<file path="config.mk">
export PLATFORM = sky130hd
export DESIGN_NAME = rv_core_top
export DESIGN_NICKNAME = d
export VERILOG_FILES = /design/src/rtl/rv_isa_pkg.sv /design/src/rtl/core_pkg.sv /design/src/rtl/decode_if.sv /design/src/rtl/reg_file.sv /design/src/rtl/fetch_unit.sv /design/src/rtl/decode_unit.sv /design/src/rtl/execute_unit.sv /design/src/rtl/rv_core_top.sv
export VERILOG_INCLUDE_DIRS = /design/src /design/src/rtl
export SDC_FILE = /design/constraint.sdc
export NUM_CORES = 2
export LEC_CHECK = 0
export BUFFER_PORTS_ARGS = -buffer_cell sky130_fd_sc_hd__buf_4
export CORE_UTILIZATION = 30
export CTS_BUF_LIST = sky130_fd_sc_hd__clkbuf_8
export CTS_CLUSTER_SIZE = 20
export DETAILED_ROUTE_END_ITERATION = 7
export GPL_ROUTABILITY_DRIVEN = 0
export PLACE_DENSITY = 0.5
export SLEW_MARGIN = 20
export SYNTH_ARGS = -nofsm -noshare
export SYNTH_HDL_FRONTEND = slang
export SYNTH_SLANG_ARGS = --single-unit
</file>
<file path="constraint.sdc">
create_clock -name clk -period 4.6 [get_ports clk]
set_input_delay 0.46 -clock clk [delete_from_list [all_inputs] [get_ports clk]]
set_output_delay 0.46 -clock clk [all_outputs]
set_load 0.02 [all_outputs]
</file>
<file path="src/rtl/rv_core_consts.svh">
`ifndef RV_CORE_CONSTS_SVH
`define RV_CORE_CONSTS_SVH

// Data and address width
`define XLEN 32

`define REG_COUNT 32

// Program memory depth in words
`define IMEM_DEPTH 32

// Clock cycles between two instruction issues
`define STAGE_CYCLES 5

`endif

</file>
<file path="src/rtl/rv_isa_pkg.sv">
package rv_isa_pkg;

    typedef enum logic [6:0] {
        OPC_OP     = 7'b0110011,
        OPC_OP_IMM = 7'b0010011,
        OPC_LUI    = 7'b0110111,
        OPC_AUIPC  = 7'b0010111,
        OPC_BRANCH = 7'b1100011,
        OPC_JAL    = 7'b1101111,
        OPC_JALR   = 7'b1100111,
        OPC_LOAD   = 7'b0000011,
        OPC_STORE  = 7'b0100011
    } opcode_e;

    localparam logic [2:0] F3_ADD  = 3'b000;  // Also SUB
    localparam logic [2:0] F3_SLL  = 3'b001;
    localparam logic [2:0] F3_SLT  = 3'b010;
    localparam logic [2:0] F3_SLTU = 3'b011;
    localparam logic [2:0] F3_XOR  = 3'b100;
    localparam logic [2:0] F3_SR   = 3'b101;  // SRL or SRA
    localparam logic [2:0] F3_OR   = 3'b110;
    localparam logic [2:0] F3_AND  = 3'b111;

    localparam logic [2:0] F3_BEQ  = 3'b000;
    localparam logic [2:0] F3_BNE  = 3'b001;
    localparam logic [2:0] F3_BLT  = 3'b100;
    localparam logic [2:0] F3_BGE  = 3'b101;
    localparam logic [2:0] F3_BLTU = 3'b110;
    localparam logic [2:0] F3_BGEU = 3'b111;

    localparam logic [6:0] F7_ALT  = 7'b0100000;  // SUB, SRA, SRAI

    typedef struct packed {
        logic [6:0] funct7;
        logic [4:0] rs2;
        logic [4:0] rs1;
        logic [2:0] funct3;
        logic [4:0] rd;
        opcode_e    opcode;
    } r_fmt_t;

    typedef struct packed {
        logic [11:0] imm;
        logic [4:0]  rs1;
        logic [2:0]  funct3;
        logic [4:0]  rd;
        opcode_e     opcode;
    } i_fmt_t;

    typedef struct packed {
        logic [6:0] imm_hi;
        logic [4:0] rs2;
        logic [4:0] rs1;
        logic [2:0] funct3;
        logic [4:0] imm_lo;
        opcode_e    opcode;
    } s_fmt_t;

    typedef struct packed {
        logic       imm12;
        logic [5:0] imm10_5;
        logic [4:0] rs2;
        logic [4:0] rs1;
        logic [2:0] funct3;
        logic [3:0] imm4_1;
        logic       imm11;
        opcode_e    opcode;
    } b_fmt_t;

    typedef struct packed {
        logic [19:0] imm;
        logic [4:0]  rd;
        opcode_e     opcode;
    } u_fmt_t;

    typedef struct packed {
        logic       imm20;
        logic [9:0] imm10_1;
        logic       imm11;
        logic [7:0] imm19_12;
        logic [4:0] rd;
        opcode_e    opcode;
    } j_fmt_t;

    typedef union packed {
        r_fmt_t r;
        i_fmt_t i;
        s_fmt_t s;
        b_fmt_t b;
        u_fmt_t u;
        j_fmt_t j;
    } instr_u;

endpackage

</file>
<file path="src/rtl/core_pkg.sv">
package core_pkg;

    // What execute does with a decoded instruction
    typedef enum logic [2:0] {
        CL_ALU,
        CL_LUI,
        CL_AUIPC,
        CL_BRANCH,
        CL_JAL,
        CL_JALR,
        CL_NOP
    } op_class_e;

    typedef enum logic [3:0] {
        ALU_ADD,
        ALU_SUB,
        ALU_SLL,
        ALU_SLT,
        ALU_SLTU,
        ALU_XOR,
        ALU_SRL,
        ALU_SRA,
        ALU_OR,
        ALU_AND
    } alu_op_e;

endpackage

</file>
<file path="src/rtl/decode_if.sv">
`timescale 1ns/1ps
`include "rv_core_consts.svh"

interface decode_if;
    import core_pkg::*;

    logic                          valid;
    logic [`XLEN-1:0]              pc;
    op_class_e                     op_class;
    alu_op_e                       alu_op;
    logic [`XLEN-1:0]              rs1_val;
    logic [`XLEN-1:0]              rs2_val;   // Immediate for OP-IMM
    logic [`XLEN-1:0]              imm;       // Branch, jump or upper immediate
    logic [$clog2(`REG_COUNT)-1:0] rd;
    logic [2:0]                    br_funct;

    modport src (
        output valid, pc, op_class, alu_op, rs1_val, rs2_val, imm, rd, br_funct
    );

    modport dst (
        input valid, pc, op_class, alu_op, rs1_val, rs2_val, imm, rd, br_funct
    );

endinterface

</file>
<file path="src/rtl/reg_file.sv">
`timescale 1ns/1ps
`include "rv_core_consts.svh"

module reg_file (
    input  logic                          clk,
    input  logic                          rst,
    input  logic [$clog2(`REG_COUNT)-1:0] rs1_addr,
    input  logic [$clog2(`REG_COUNT)-1:0] rs2_addr,
    input  logic                          we,
    input  logic [$clog2(`REG_COUNT)-1:0] rd,
    input  logic [`XLEN-1:0]              data,
    output logic [`XLEN-1:0]              rs1_val,
    output logic [`XLEN-1:0]              rs2_val
);
    logic [`XLEN-1:0] regs [`REG_COUNT];

    always_ff @(posedge clk) begin
        if (rst) begin
            for (int i = 0; i < `REG_COUNT; i++) begin
                regs[i] <= '0;
            end
        end else if (we && rd != '0) begin
            regs[rd] <= data;       // x0 never written
        end
    end

    assign rs1_val = regs[rs1_addr];
    assign rs2_val = regs[rs2_addr];

    // x0 stays zero through reset and every write
    a_x0_zero: assert property (
        @(posedge clk) disable iff (rst)
        (rs1_addr == '0 |-> rs1_val == '0) and (rs2_addr == '0 |-> rs2_val == '0)
    );

endmodule

</file>
<file path="src/rtl/fetch_unit.sv">
`timescale 1ns/1ps
`include "rv_core_consts.svh"

module fetch_unit (
    input  logic                           clk,
    input  logic                           rst,
    input  logic                           prog_we,
    input  logic [$clog2(`IMEM_DEPTH)-1:0] prog_addr,
    input  logic [`XLEN-1:0]               prog_data,
    input  logic                           start,
    input  logic                           redirect_valid,
    input  logic [`XLEN-1:0]               redirect_pc,
    output logic                           busy,
    output logic                           issue_valid,
    output logic [`XLEN-1:0]               issue_pc,
    output rv_isa_pkg::instr_u             issue_instr
);
    import rv_isa_pkg::*;

    localparam int AW    = $clog2(`IMEM_DEPTH);
    localparam int CNT_W = $clog2(`STAGE_CYCLES);

    instr_u           imem [`IMEM_DEPTH];
    logic [`XLEN-1:0] pc;        // Next word to issue
    logic [CNT_W-1:0] pace_cnt;
    logic             issue_now;
    logic [`XLEN-1:0] fetch_pc;
    logic             in_range;

    assign issue_now = start || (busy && pace_cnt == CNT_W'(`STAGE_CYCLES - 1));
    assign fetch_pc  = start ? '0 : pc;   // Start always begins at word 0
    assign in_range  = fetch_pc[`XLEN-1:2] < `IMEM_DEPTH;

    always_ff @(posedge clk) begin
        if (rst) begin
            for (int i = 0; i < `IMEM_DEPTH; i++) begin
                imem[i] <= '0;
            end
        end else if (prog_we && !busy) begin
            imem[prog_addr] <= prog_data;
        end
    end

    always_ff @(posedge clk) begin
        if (rst) begin
            busy        <= 1'b0;
            issue_valid <= 1'b0;
            pc          <= '0;
            pace_cnt    <= '0;
        end else begin
            issue_valid <= 1'b0;
            if (busy) begin
                pace_cnt <= pace_cnt + 1'b1;
            end
            if (redirect_valid) begin
                pc <= redirect_pc;       // Lands before the next issue
            end
            if (issue_now) begin
                pace_cnt <= '0;
                if (in_range) begin
                    busy        <= 1'b1;
                    issue_valid <= 1'b1;
                    pc          <= fetch_pc + 4;
                end else begin
                    busy <= 1'b0;        // Ran off the end of memory
                end
            end
        end
    end

    always_ff @(posedge clk) begin
        if (issue_now && in_range) begin
            issue_pc    <= fetch_pc;
            issue_instr <= imem[fetch_pc[AW+1:2]];
        end
    end

    a_issue_needs_busy: assert property (
        @(posedge clk) disable iff (rst) $rose(issue_valid) |-> busy
    );

endmodule

</file>
<file path="src/rtl/decode_unit.sv">
`timescale 1ns/1ps
`include "rv_core_consts.svh"

module decode_unit (
    input  logic                          clk,
    input  logic                          rst,
    input  logic                          issue_valid,
    input  logic [`XLEN-1:0]              issue_pc,
    input  rv_isa_pkg::instr_u            issue_instr,
    input  logic                          rf_we,
    input  logic [$clog2(`REG_COUNT)-1:0] rf_rd,
    input  logic [`XLEN-1:0]              rf_data,
    decode_if.src                         dif
);
    import rv_isa_pkg::*;
    import core_pkg::*;

    op_class_e        op_class;
    alu_op_e          alu_op;
    logic [`XLEN-1:0] imm_ext;
    logic             use_imm;
    logic [`XLEN-1:0] rs1_val;
    logic [`XLEN-1:0] rs2_val;

    function automatic alu_op_e alu_decode(input logic [2:0] f3, input logic alt);
        alu_op_e op;
        case (f3)
            F3_ADD:  op = alt ? ALU_SUB : ALU_ADD;
            F3_SLL:  op = ALU_SLL;
            F3_SLT:  op = ALU_SLT;
            F3_SLTU: op = ALU_SLTU;
            F3_XOR:  op = ALU_XOR;
            F3_SR:   op = alt ? ALU_SRA : ALU_SRL;
            F3_OR:   op = ALU_OR;
            default: op = ALU_AND;
        endcase
        return op;
    endfunction

    reg_file u_rf (
        .clk      (clk),
        .rst      (rst),
        .rs1_addr (issue_instr.r.rs1),
        .rs2_addr (issue_instr.r.rs2),
        .we       (rf_we),
        .rd       (rf_rd),
        .data     (rf_data),
        .rs1_val  (rs1_val),
        .rs2_val  (rs2_val)
    );

    always_comb begin
        op_class = CL_NOP;
        alu_op   = ALU_ADD;
        imm_ext  = '0;
        use_imm  = 1'b0;
        case (issue_instr.r.opcode)
            OPC_OP: begin
                op_class = CL_ALU;
                alu_op   = alu_decode(issue_instr.r.funct3, issue_instr.r.funct7 == F7_ALT);
            end
            OPC_OP_IMM: begin
                op_class = CL_ALU;
                use_imm  = 1'b1;
                // Upper immediate bits select SRAI only for shifts right
                alu_op   = alu_decode(issue_instr.i.funct3,
                    issue_instr.i.funct3 == F3_SR && issue_instr.r.funct7 == F7_ALT);
                imm_ext  = {{(`XLEN-12){issue_instr.i.imm[11]}}, issue_instr.i.imm};
            end
            OPC_LUI, OPC_AUIPC: begin
                op_class = (issue_instr.u.opcode == OPC_LUI) ? CL_LUI : CL_AUIPC;
                imm_ext  = {issue_instr.u.imm, 12'b0};
            end
            OPC_BRANCH: begin
                op_class = CL_BRANCH;
                imm_ext  = {{(`XLEN-12){issue_instr.b.imm12}}, issue_instr.b.imm11,
                    issue_instr.b.imm10_5, issue_instr.b.imm4_1, 1'b0};
            end
            OPC_JAL: begin
                op_class = CL_JAL;
                imm_ext  = {{(`XLEN-20){issue_instr.j.imm20}}, issue_instr.j.imm19_12,
                    issue_instr.j.imm11, issue_instr.j.imm10_1, 1'b0};
            end
            OPC_JALR: begin
                op_class = CL_JALR;
                imm_ext  = {{(`XLEN-12){issue_instr.i.imm[11]}}, issue_instr.i.imm};
            end
            OPC_LOAD, OPC_STORE: op_class = CL_NOP;   // Retire as no-ops
            default:             op_class = CL_NOP;
        endcase
    end

    always_ff @(posedge clk) begin
        if (rst) begin
            dif.valid <= 1'b0;
        end else begin
            dif.valid <= issue_valid;
        end
    end

    always_ff @(posedge clk) begin
        if (issue_valid) begin
            dif.pc       <= issue_pc;
            dif.op_class <= op_class;
            dif.alu_op   <= alu_op;
            dif.rs1_val  <= rs1_val;
            dif.rs2_val  <= use_imm ? imm_ext : rs2_val;
            dif.imm      <= imm_ext;
            dif.rd       <= issue_instr.r.rd;
            dif.br_funct <= issue_instr.b.funct3;
        end
    end

    // Relies on fetch pacing issues apart
    a_valid_strobe: assert property (
        @(posedge clk) disable iff (rst) dif.valid |=> !dif.valid
    );

endmodule

</file>
<file path="src/rtl/execute_unit.sv">
`timescale 1ns/1ps
`include "rv_core_consts.svh"

module execute_unit (
    input  logic                          clk,
    input  logic                          rst,
    decode_if.dst                         dif,
    output logic                          rf_we,
    output logic [$clog2(`REG_COUNT)-1:0] rf_rd,
    output logic [`XLEN-1:0]              rf_data,
    output logic                          redirect_valid,
    output logic [`XLEN-1:0]              redirect_pc,
    output logic                          wb_valid,
    output logic [`XLEN-1:0]              wb_pc,
    output logic [$clog2(`REG_COUNT)-1:0] wb_rd,
    output logic [`XLEN-1:0]              wb_data
);
    import rv_isa_pkg::*;
    import core_pkg::*;

    logic [4:0]       shamt;
    logic [`XLEN-1:0] alu_res;
    logic             br_take;
    logic [`XLEN-1:0] link;
    logic [`XLEN-1:0] result;
    logic [`XLEN-1:0] target;
    logic             writes;
    logic             take;

    assign shamt = dif.rs2_val[4:0];
    assign link  = dif.pc + 4;

    always_comb begin
        case (dif.alu_op)
            ALU_ADD:  alu_res = dif.rs1_val + dif.rs2_val;
            ALU_SUB:  alu_res = dif.rs1_val - dif.rs2_val;
            ALU_SLL:  alu_res = dif.rs1_val << shamt;
            ALU_SLT:  alu_res = {{(`XLEN-1){1'b0}},
                                 $signed(dif.rs1_val) < $signed(dif.rs2_val)};
            ALU_SLTU: alu_res = {{(`XLEN-1){1'b0}}, dif.rs1_val < dif.rs2_val};
            ALU_XOR:  alu_res = dif.rs1_val ^ dif.rs2_val;
            ALU_SRL:  alu_res = dif.rs1_val >> shamt;
            ALU_SRA:  alu_res = $unsigned($signed(dif.rs1_val) >>> shamt);
            ALU_OR:   alu_res = dif.rs1_val | dif.rs2_val;
            default:  alu_res = dif.rs1_val & dif.rs2_val;
        endcase
    end

    always_comb begin
        case (dif.br_funct)
            F3_BEQ:  br_take = dif.rs1_val == dif.rs2_val;
            F3_BNE:  br_take = dif.rs1_val != dif.rs2_val;
            F3_BLT:  br_take = $signed(dif.rs1_val) < $signed(dif.rs2_val);
            F3_BGE:  br_take = $signed(dif.rs1_val) >= $signed(dif.rs2_val);
            F3_BLTU: br_take = dif.rs1_val < dif.rs2_val;
            F3_BGEU: br_take = dif.rs1_val >= dif.rs2_val;
            default: br_take = 1'b0;   // Reserved encodings fall through
        endcase
    end

    always_comb begin
        result = alu_res;
        target = dif.pc + dif.imm;
        writes = 1'b0;
        take   = 1'b0;
        case (dif.op_class)
            CL_ALU:    writes = 1'b1;
            CL_LUI: begin
                result = dif.imm;
                writes = 1'b1;
            end
            CL_AUIPC: begin
                result = dif.pc + dif.imm;
                writes = 1'b1;
            end
            CL_BRANCH: take = br_take;
            CL_JAL: begin
                result = link;
                writes = 1'b1;
                take   = 1'b1;
            end
            CL_JALR: begin
                result = link;
                target = (dif.rs1_val + dif.imm) & ~`XLEN'(1);
                writes = 1'b1;
                take   = 1'b1;
            end
            default: ;
        endcase
    end

    always_ff @(posedge clk) begin
        if (rst) begin
            wb_valid       <= 1'b0;
            redirect_valid <= 1'b0;
        end else begin
            wb_valid       <= dif.valid && writes && dif.rd != '0;
            redirect_valid <= dif.valid && take;
        end
    end

    always_ff @(posedge clk) begin
        if (dif.valid) begin
            wb_pc       <= dif.pc;
            wb_rd       <= dif.rd;
            wb_data     <= result;
            redirect_pc <= target;
        end
    end

    // Register write shares the retirement record
    assign rf_we   = wb_valid;
    assign rf_rd   = wb_rd;
    assign rf_data = wb_data;

endmodule

</file>
<file path="src/rtl/rv_core_top.sv">
`timescale 1ns/1ps
`include "rv_core_consts.svh"

module rv_core_top (
    input  logic                          clk,
    input  logic                          rst,
    input  logic                          prog_we,
    input  logic [$clog2(`IMEM_DEPTH)-1:0] prog_addr,
    input  logic [`XLEN-1:0]              prog_data,
    input  logic                          start,
    output logic                          busy,
    output logic                          wb_valid,
    output logic [`XLEN-1:0]              wb_pc,
    output logic [$clog2(`REG_COUNT)-1:0] wb_rd,
    output logic [`XLEN-1:0]              wb_data
);
    import rv_isa_pkg::*;

    logic                          issue_valid;
    logic [`XLEN-1:0]              issue_pc;
    instr_u                        issue_instr;
    logic                          redirect_valid;
    logic [`XLEN-1:0]              redirect_pc;
    logic                          rf_we;
    logic [$clog2(`REG_COUNT)-1:0] rf_rd;
    logic [`XLEN-1:0]              rf_data;

    decode_if dif ();

    fetch_unit u_fetch (
        .clk            (clk),
        .rst            (rst),
        .prog_we        (prog_we),
        .prog_addr      (prog_addr),
        .prog_data      (prog_data),
        .start          (start),
        .redirect_valid (redirect_valid),
        .redirect_pc    (redirect_pc),
        .busy           (busy),
        .issue_valid    (issue_valid),
        .issue_pc       (issue_pc),
        .issue_instr    (issue_instr)
    );

    decode_unit u_decode (
        .clk         (clk),
        .rst         (rst),
        .issue_valid (issue_valid),
        .issue_pc    (issue_pc),
        .issue_instr (issue_instr),
        .rf_we       (rf_we),
        .rf_rd       (rf_rd),
        .rf_data     (rf_data),
        .dif         (dif.src)
    );

    execute_unit u_execute (
        .clk            (clk),
        .rst            (rst),
        .dif            (dif.dst),
        .rf_we          (rf_we),
        .rf_rd          (rf_rd),
        .rf_data        (rf_data),
        .redirect_valid (redirect_valid),
        .redirect_pc    (redirect_pc),
        .wb_valid       (wb_valid),
        .wb_pc          (wb_pc),
        .wb_rd          (wb_rd),
        .wb_data        (wb_data)
    );

endmodule

</file>
Word level (Yosys, flattened, before mapping). Memory sizes are Yosys's and may differ from the RTL's. A register that Yosys moved wholly into a read port is not among the register bits. Cells that the tools add are included. Widths: inputs -> output; s select.

Bits of input ports: 41. Bits in latches: 0. Flip-flop bits (word level): 284. Bits in writable memories: 2048. Memory bits (read-only): 0. Word-level logic and storage cells: 138. Output and inout bits: 71. Memories: 2.

Reductions and logical operators: 25. Bitwise operators: 4. Shift operators: 3. Eq/ne operators: 35. $mul: 0. $add $sub $neg: 7. Div/mod/pow operators: 0. Magnitude comparators: 5. Muxes and demuxes: 37.

Memories: u_decode.u_rf.regs (depth 32, width 32, read ports 2, clocked after memory_dff 1, write ports 32, line reg_file.sv:15) `` logic [`XLEN-1:0] regs [`REG_COUNT]; ``; u_fetch.imem (depth 32, width 32, read ports 1, clocked after memory_dff 1, write ports 32, line fetch_unit.sv:23) `` instr_u imem [`IMEM_DEPTH]; ``.

Operator list (count): $pmux 32 s9 (1); $mux 32 (8); $pmux 32 s4 (1); $add 32x32->32 (3); $pmux 32 s3 (1); $add 32x3->32 const B (2); $ge 32x32->1 (2); $lt 32x32->1 (2); $reduce_or 32->1 (2); $pmux 4 s7 (2); $and 32x32->32 (1); $eq 32x32->1 (1); $ne 32x32->1 (1); $or 32x32->32 (1); $shl 32x5->32 (1); $shr 32x5->32 (1); $sshr 32x5->32 (1); $sub 32x32->32 (1); $xor 32x32->32 (1); $eq 3x3->1 const B (10); $lt 30x6->1 const B (1); $eq 7x6->1 const B (3); $eq 7x7->1 const B (3); $mux 1 (17); 23 further kinds (49).

Logic depth before layout (Yosys ltp).
Word-level depth: 7. Gate-level depth with buffers: 17. Gate-level depth less buffers: 14.

Modules after synthesis. Synthesis repeated with hierarchy kept, for this count alone.

Cells, all modules: 10500. Area total of the unflattened synthesis: 127942.7 µm².

By module, submodules not included: reg_file (area an instance 55896.1 µm², cells each 4605, instances 1); fetch_unit (area an instance 50277.0 µm², cells each 3522, instances 1); execute_unit (area an instance 16518.3 µm², cells each 2099, instances 1); decode_unit (area an instance 5251.3 µm², cells each 274, instances 1).

Least setup slack after synthesis. OpenSTA, ideal clock, no wires.

Path type: register to register. Start: register u_decode.dif.rs2_val[2]. End: register u_execute.wb_data[24], in the netlist u_execute.rf_data[24], data pin. Slack: 0.403 ns. Arrival time: 3.936 ns. Stages on the path, launching flop included: 18. Clock period less this slack: 4.197 ns. Cell sequence: edfxtp_1 > buf_2 > inv_1 > buf_2 > buf_1 > buf_2 > ha_1 > buf_2 > a211oi_1 > o211ai_1 > a31oi_2 > o31ai_2 > a221oi_2 > o31ai_1 > a31oi_1 > xor2_1 > o221ai_1 > a221o_1.

Cells in the longest elaborated chain, start to end: 3.

RTL lines: start, declared (line decode_if.sv:18) `output valid, pc, op_class, alu_op, rs1_val, rs2_val, imm, rd, br_funct`; $sub 32x32->32, or another cell as far along (line execute_unit.sv:36) `ALU_SUB: alu_res = dif.rs1_val - dif.rs2_val;`; $pmux 32 s9 (*) (line execute_unit.sv:34) `case (dif.alu_op)`; $pmux 32 s3 (*) (line execute_unit.sv:66) `case (dif.op_class)`; net u_execute.result[24] (line execute_unit.sv:25) `` logic [`XLEN-1:0] result; ``; end signal, assigned (line execute_unit.sv:106) `wb_data <= result;`; end, declared (line execute_unit.sv:16) `` output logic [`XLEN-1:0] wb_data ``.

The timed path passes the listed nets; every way through them passes the cells marked *. A chain may end at the register's enable or synchronous reset.

Worst setup path in the final report.
Start: register u_decode.dif.rs1_val[0] (read register of u_decode.u_rf.regs). End: register u_execute.wb_data[24], in the netlist u_execute.rf_data[24], data pin.

Cells in the longest elaborated chain, start to end: 3.

RTL lines (line): start, declared (decode_if.sv:18); $sub 32x32->32, or another cell as far along (execute_unit.sv:36); $pmux 32 s9 (*) (execute_unit.sv:34); $pmux 32 s3 (*) (execute_unit.sv:66); net u_execute.result[24] (execute_unit.sv:25).

Marks and branches as above.

==> reports/summary.md <==
• layout filler cell count: 40,300
• share of synthesized registers carrying an async set or reset: 0
• CP endpoint kind: flop
• Clock transition at path regs: 70 ps
• count of warnings emitted by yosys: 0
• clock skew: 94.9 ps
• Die Wd: 649 microns
• DIE HEIGHT: 649 microns
• cell type contributing the most total cell area after synthesis: sky130_fd_sc_hd__edfxtp_1
• Slew Limit Fails: 0
• sinks on the clock net: 2,396
• endpoint of the worst-slack reg-to-reg timing path: u_execute.rf_data[24]$_DFFE_PP_
• critical path class: flop to flop
• number of top-level pins: 112
• CP Launch Type: flop
• setup fix buffers added after clock tree synthesis: 0
• time the worst path needs with I/O delays and setup: 4220 ps
• initial drt markers: 9,479
• most frequent cell after synthesis: sky130_fd_sc_hd__edfxtp_1
• Max Cap Viol: 0
• IR Drop Worst-Case VDD: 0.000228 V
• Clock Latency Late Sink: 1110 ps
• CTS tree: yes
• least setup slack across all paths after layout: 384 ps
• area delta synth->final: 13.7%
• clk buf depth: 4
• combined area of all synthesized cells: 0.126 sq mm
• flop and latch count out of synthesis: 2,396
• number of nets at the end of the flow: 9,530
• startpoint of the most critical register-to-register path: u_decode.dif.rs1_val[0]$_DFFE_PP_
• full die area: 0.421 sq mm
• WP data required: 5460 ps
• Syn Inst Count: 9,168
• hold-fix buffers at CTS: 33
• final HPWL from detailed placement: 281,000 microns
• reg-to-reg slack, setup: 380 ps
• clock root buffer: sky130_fd_sc_hd__clkbuf_8
• Initial DRT Pass Iterations: 8
• maximum operating frequency: 237 MHz
• leading register cell type out of synthesis: sky130_fd_sc_hd__edfxtp_1
• power per cell area: 364 mW/mm^2
• pre-CTS WS: 503 ps
• Initial Utilization: 0.302
• average routed wire per standard cell: 30.0 microns
• run status: completed
• count of cells along the worst register-to-register path: 13
• setup repair after global routing missed its margin: false
• transition time at the pin with the least slew margin: 1200 ps
• number of buffers added on ports: 111
• number of buffers added by the clock tree synthesis step: 428
• top cell types by occurrence after synthesis: sky130_fd_sc_hd__edfxtp_1, sky130_fd_sc_hd__and2_1, sky130_fd_sc_hd__mux4_2
• Static Leak: 51.2 nW
• path type of the worst min-delay path: primary input to flop
• overall fraction of global-route tracks in use: 0.210
• portion of the post-synthesis area used by sequential elements: 0.569
• ratio of cells with drive above 1 in the final layout: 0.221
• Synth Area per Inst: 13.7 sq um
• number of vias per cell after detailed routing: 5.43
• floorplan row count: 237
• detailed-route via count: 82,500
• Synth area leaders: sky130_fd_sc_hd__edfxtp_1, sky130_fd_sc_hd__mux4_2, sky130_fd_sc_hd__and2_1
• beginning of the critical path: u_decode.dif.rs1_val[0]$_DFFE_PP_
• global-route wire length before repair: 637,000 microns
• global route total overflow: 0
• vias in the first global route: 83,300
• Antenna Violating Nets Remaining: 0
• worst rel slew slack: 0.182
• number of setup violations in the final report: 0
• timing endpoint of the critical path: u_execute.rf_data[24]$_DFFE_PP_
• top-area cell type share of the netlist area: 0.563
• Worst Path Arrival: 5070 ps
• post-CTS sizing: 0
• largest net degree at the start of global routing: 129
• maximum fanout count along the critical path: 6
• post-synthesis cell type count: 99
• core area: 0.417 sq mm
• summed negative setup slack over all endpoints: 0 ps
• total detailed-routing wirelength: 455,000 microns
• H-tree Lvls: 5
• number of antenna violations at the first check in global routing: 45
• detailed-route DRC error count: 0
• count of flip-flops with a built-in enable after synthesis: 2,356
• final clock period utilization by the worst path: 0.917
• final hold violation count: 0
==> worst min-delay path by stage <==
stage	start	endpoint	slack [ps]	cells past startpoint
finish	prog_addr[3]	u_fetch.imem[28][30]$_SDFFCE_PN0P_	190	4
global placement	u_fetch.issue_pc[31]$_DFFE_PP_	u_decode.dif.pc[31]$_DFFE_PP_	400	0
CTS	prog_addr[3]	u_fetch.imem[28][25]$_SDFFCE_PN0P_	60	4
global route	prog_addr[3]	u_fetch.imem[28][30]$_SDFFCE_PN0P_	180	4
detailed placement	u_fetch.issue_pc[26]$_DFFE_PP_	u_decode.dif.pc[26]$_DFFE_PP_	410	0
floorplan	u_fetch.issue_pc[0]$_DFFE_PP_	u_decode.dif.pc[0]$_DFFE_PP_	400	0
==> cell type report <==
type / instances / area [sq um] / area share
diodes: 22 / 55.1 / 0.000385
clock buffers: 439 / 6040 / 0.0423
clock inverters: 334 / 1800 / 0.0126
inverters: 148 / 557 / 0.00390
multi-input cells: 5818 / 50800 / 0.356
flip-flops and latches: 2396 / 71600 / 0.501
well taps: 5497 / 6880 / 0.0481
repair buffers: 531 / 5130 / 0.0359
==> state kept, by name (all words and copies together) (netlist names), 3 cells and up <==
name / flops
u_decode.dif.alu_op: 4
u_decode.dif.br_funct: 3
u_decode.dif.imm: 32
u_decode.dif.op_class: 3
u_decode.dif.pc: 32
u_decode.dif.rd: 5
u_decode.dif.rs1_val: 32
u_decode.dif.rs2_val: 32
u_decode.u_rf.regs: 1024
u_execute.redirect_pc: 32
u_execute.rf_data: 32
u_execute.rf_rd: 5
u_execute.wb_pc: 32
u_fetch.imem: 1024
u_fetch.issue_instr: 32
u_fetch.issue_pc: 32
u_fetch.pace_cnt: 3
u_fetch.pc: 32
==> metrics by stage <==
step	utilization	instance area [sq um]	hold WS (ps)	total power (W)	cells
4_1_cts	0.343	143000	58.4	0.0524	15200
3_5_place_dp	0.323	135000	405	0.0334	14400
5_1_grt	0.343	143000	183	0.0537	15200
3_3_place_gp	0.323	135000	401	0.0333	14400
2_1_floorplan	-	126000	400	0.0302	9199
6_report	0.343	143000	191	0.0520	15200
==> power breakdown <==
group,switching (W),internal [W]
Sequential,0.000550,0.0249
Combinational,0.00468,0.00292
Clock,0.00941,0.00957
==> metal layers <==
| metal | global-route usage | routed length [microns] |
|---|---|---|
| met1 | 0.274 | 184000 |
| met2 | 0.344 | 216000 |
| met3 | 0.0346 | 33600 |
| met4 | 0.0885 | 21700 |
| met5 | 0 | 84 |
==> cells in the final DEF, fill, tap and decap left out, types with 33 or more instances in the layout <==
cell type / synthesis / final
sky130_fd_sc_hd__buf_12: 0 / 80
sky130_fd_sc_hd__a21o_1: 60 / 60
sky130_fd_sc_hd__mux2i_1: 122 / 122
sky130_fd_sc_hd__nand3_1: 57 / 57
sky130_fd_sc_hd__and2_1: 2035 / 2035
sky130_fd_sc_hd__a21oi_1: 307 / 307
sky130_fd_sc_hd__dlygate4sd3_1: 0 / 33
sky130_fd_sc_hd__nor2_4: 0 / 36
sky130_fd_sc_hd__buf_4: 2 / 413
sky130_fd_sc_hd__clkinv_1: 2 / 114
sky130_fd_sc_hd__nand2_1: 227 / 222
sky130_fd_sc_hd__o221ai_1: 97 / 97
sky130_fd_sc_hd__o21ai_0: 367 / 367
sky130_fd_sc_hd__xnor2_1: 52 / 52
sky130_fd_sc_hd__o22ai_1: 84 / 84
sky130_fd_sc_hd__mux4_2: 821 / 821
sky130_fd_sc_hd__ha_1: 162 / 162
sky130_fd_sc_hd__or2_2: 77 / 77
sky130_fd_sc_hd__inv_1: 146 / 295
sky130_fd_sc_hd__nor2b_1: 58 / 56
sky130_fd_sc_hd__xor2_1: 42 / 41
sky130_fd_sc_hd__edfxtp_1: 2356 / 2356
sky130_fd_sc_hd__mux2_2: 112 / 112
sky130_fd_sc_hd__nor3_1: 126 / 125
sky130_fd_sc_hd__nor2_1: 467 / 400
sky130_fd_sc_hd__clkbuf_8: 0 / 439
sky130_fd_sc_hd__dfxtp_1: 40 / 35
sky130_fd_sc_hd__a211oi_1: 45 / 45
==> worst max-delay path, stage by stage (launching register included) <==
cell and delay (ps):
sky130_fd_sc_hd__edfxtp_1 390, sky130_fd_sc_hd__buf_4 180, sky130_fd_sc_hd__ha_1 260, sky130_fd_sc_hd__fa_1 470, sky130_fd_sc_hd__a211oi_1 400, sky130_fd_sc_hd__o211ai_1 220, sky130_fd_sc_hd__a31oi_2 280, sky130_fd_sc_hd__o31ai_2 150
sky130_fd_sc_hd__a221oi_2 600, sky130_fd_sc_hd__o31ai_1 160, sky130_fd_sc_hd__a31oi_1 220, sky130_fd_sc_hd__xor2_1 160, sky130_fd_sc_hd__o221ai_1 120, sky130_fd_sc_hd__a221o_1 360
==> cells by family after synthesis <==
group,after synthesis,share of synthesized area
AOI/OAI and AO/OA,1298,0.0670
adders and majority gates,166,0.0168
and+or+nand+nor,3172,0.143
other,1,0.0000298
DFF,2396,0.569
buffers and inverters,985,0.0301
xor gates and xnor gates,94,0.00655
muxes,1056,0.167
Note: power is estimated with default switching activity, not from simulation.
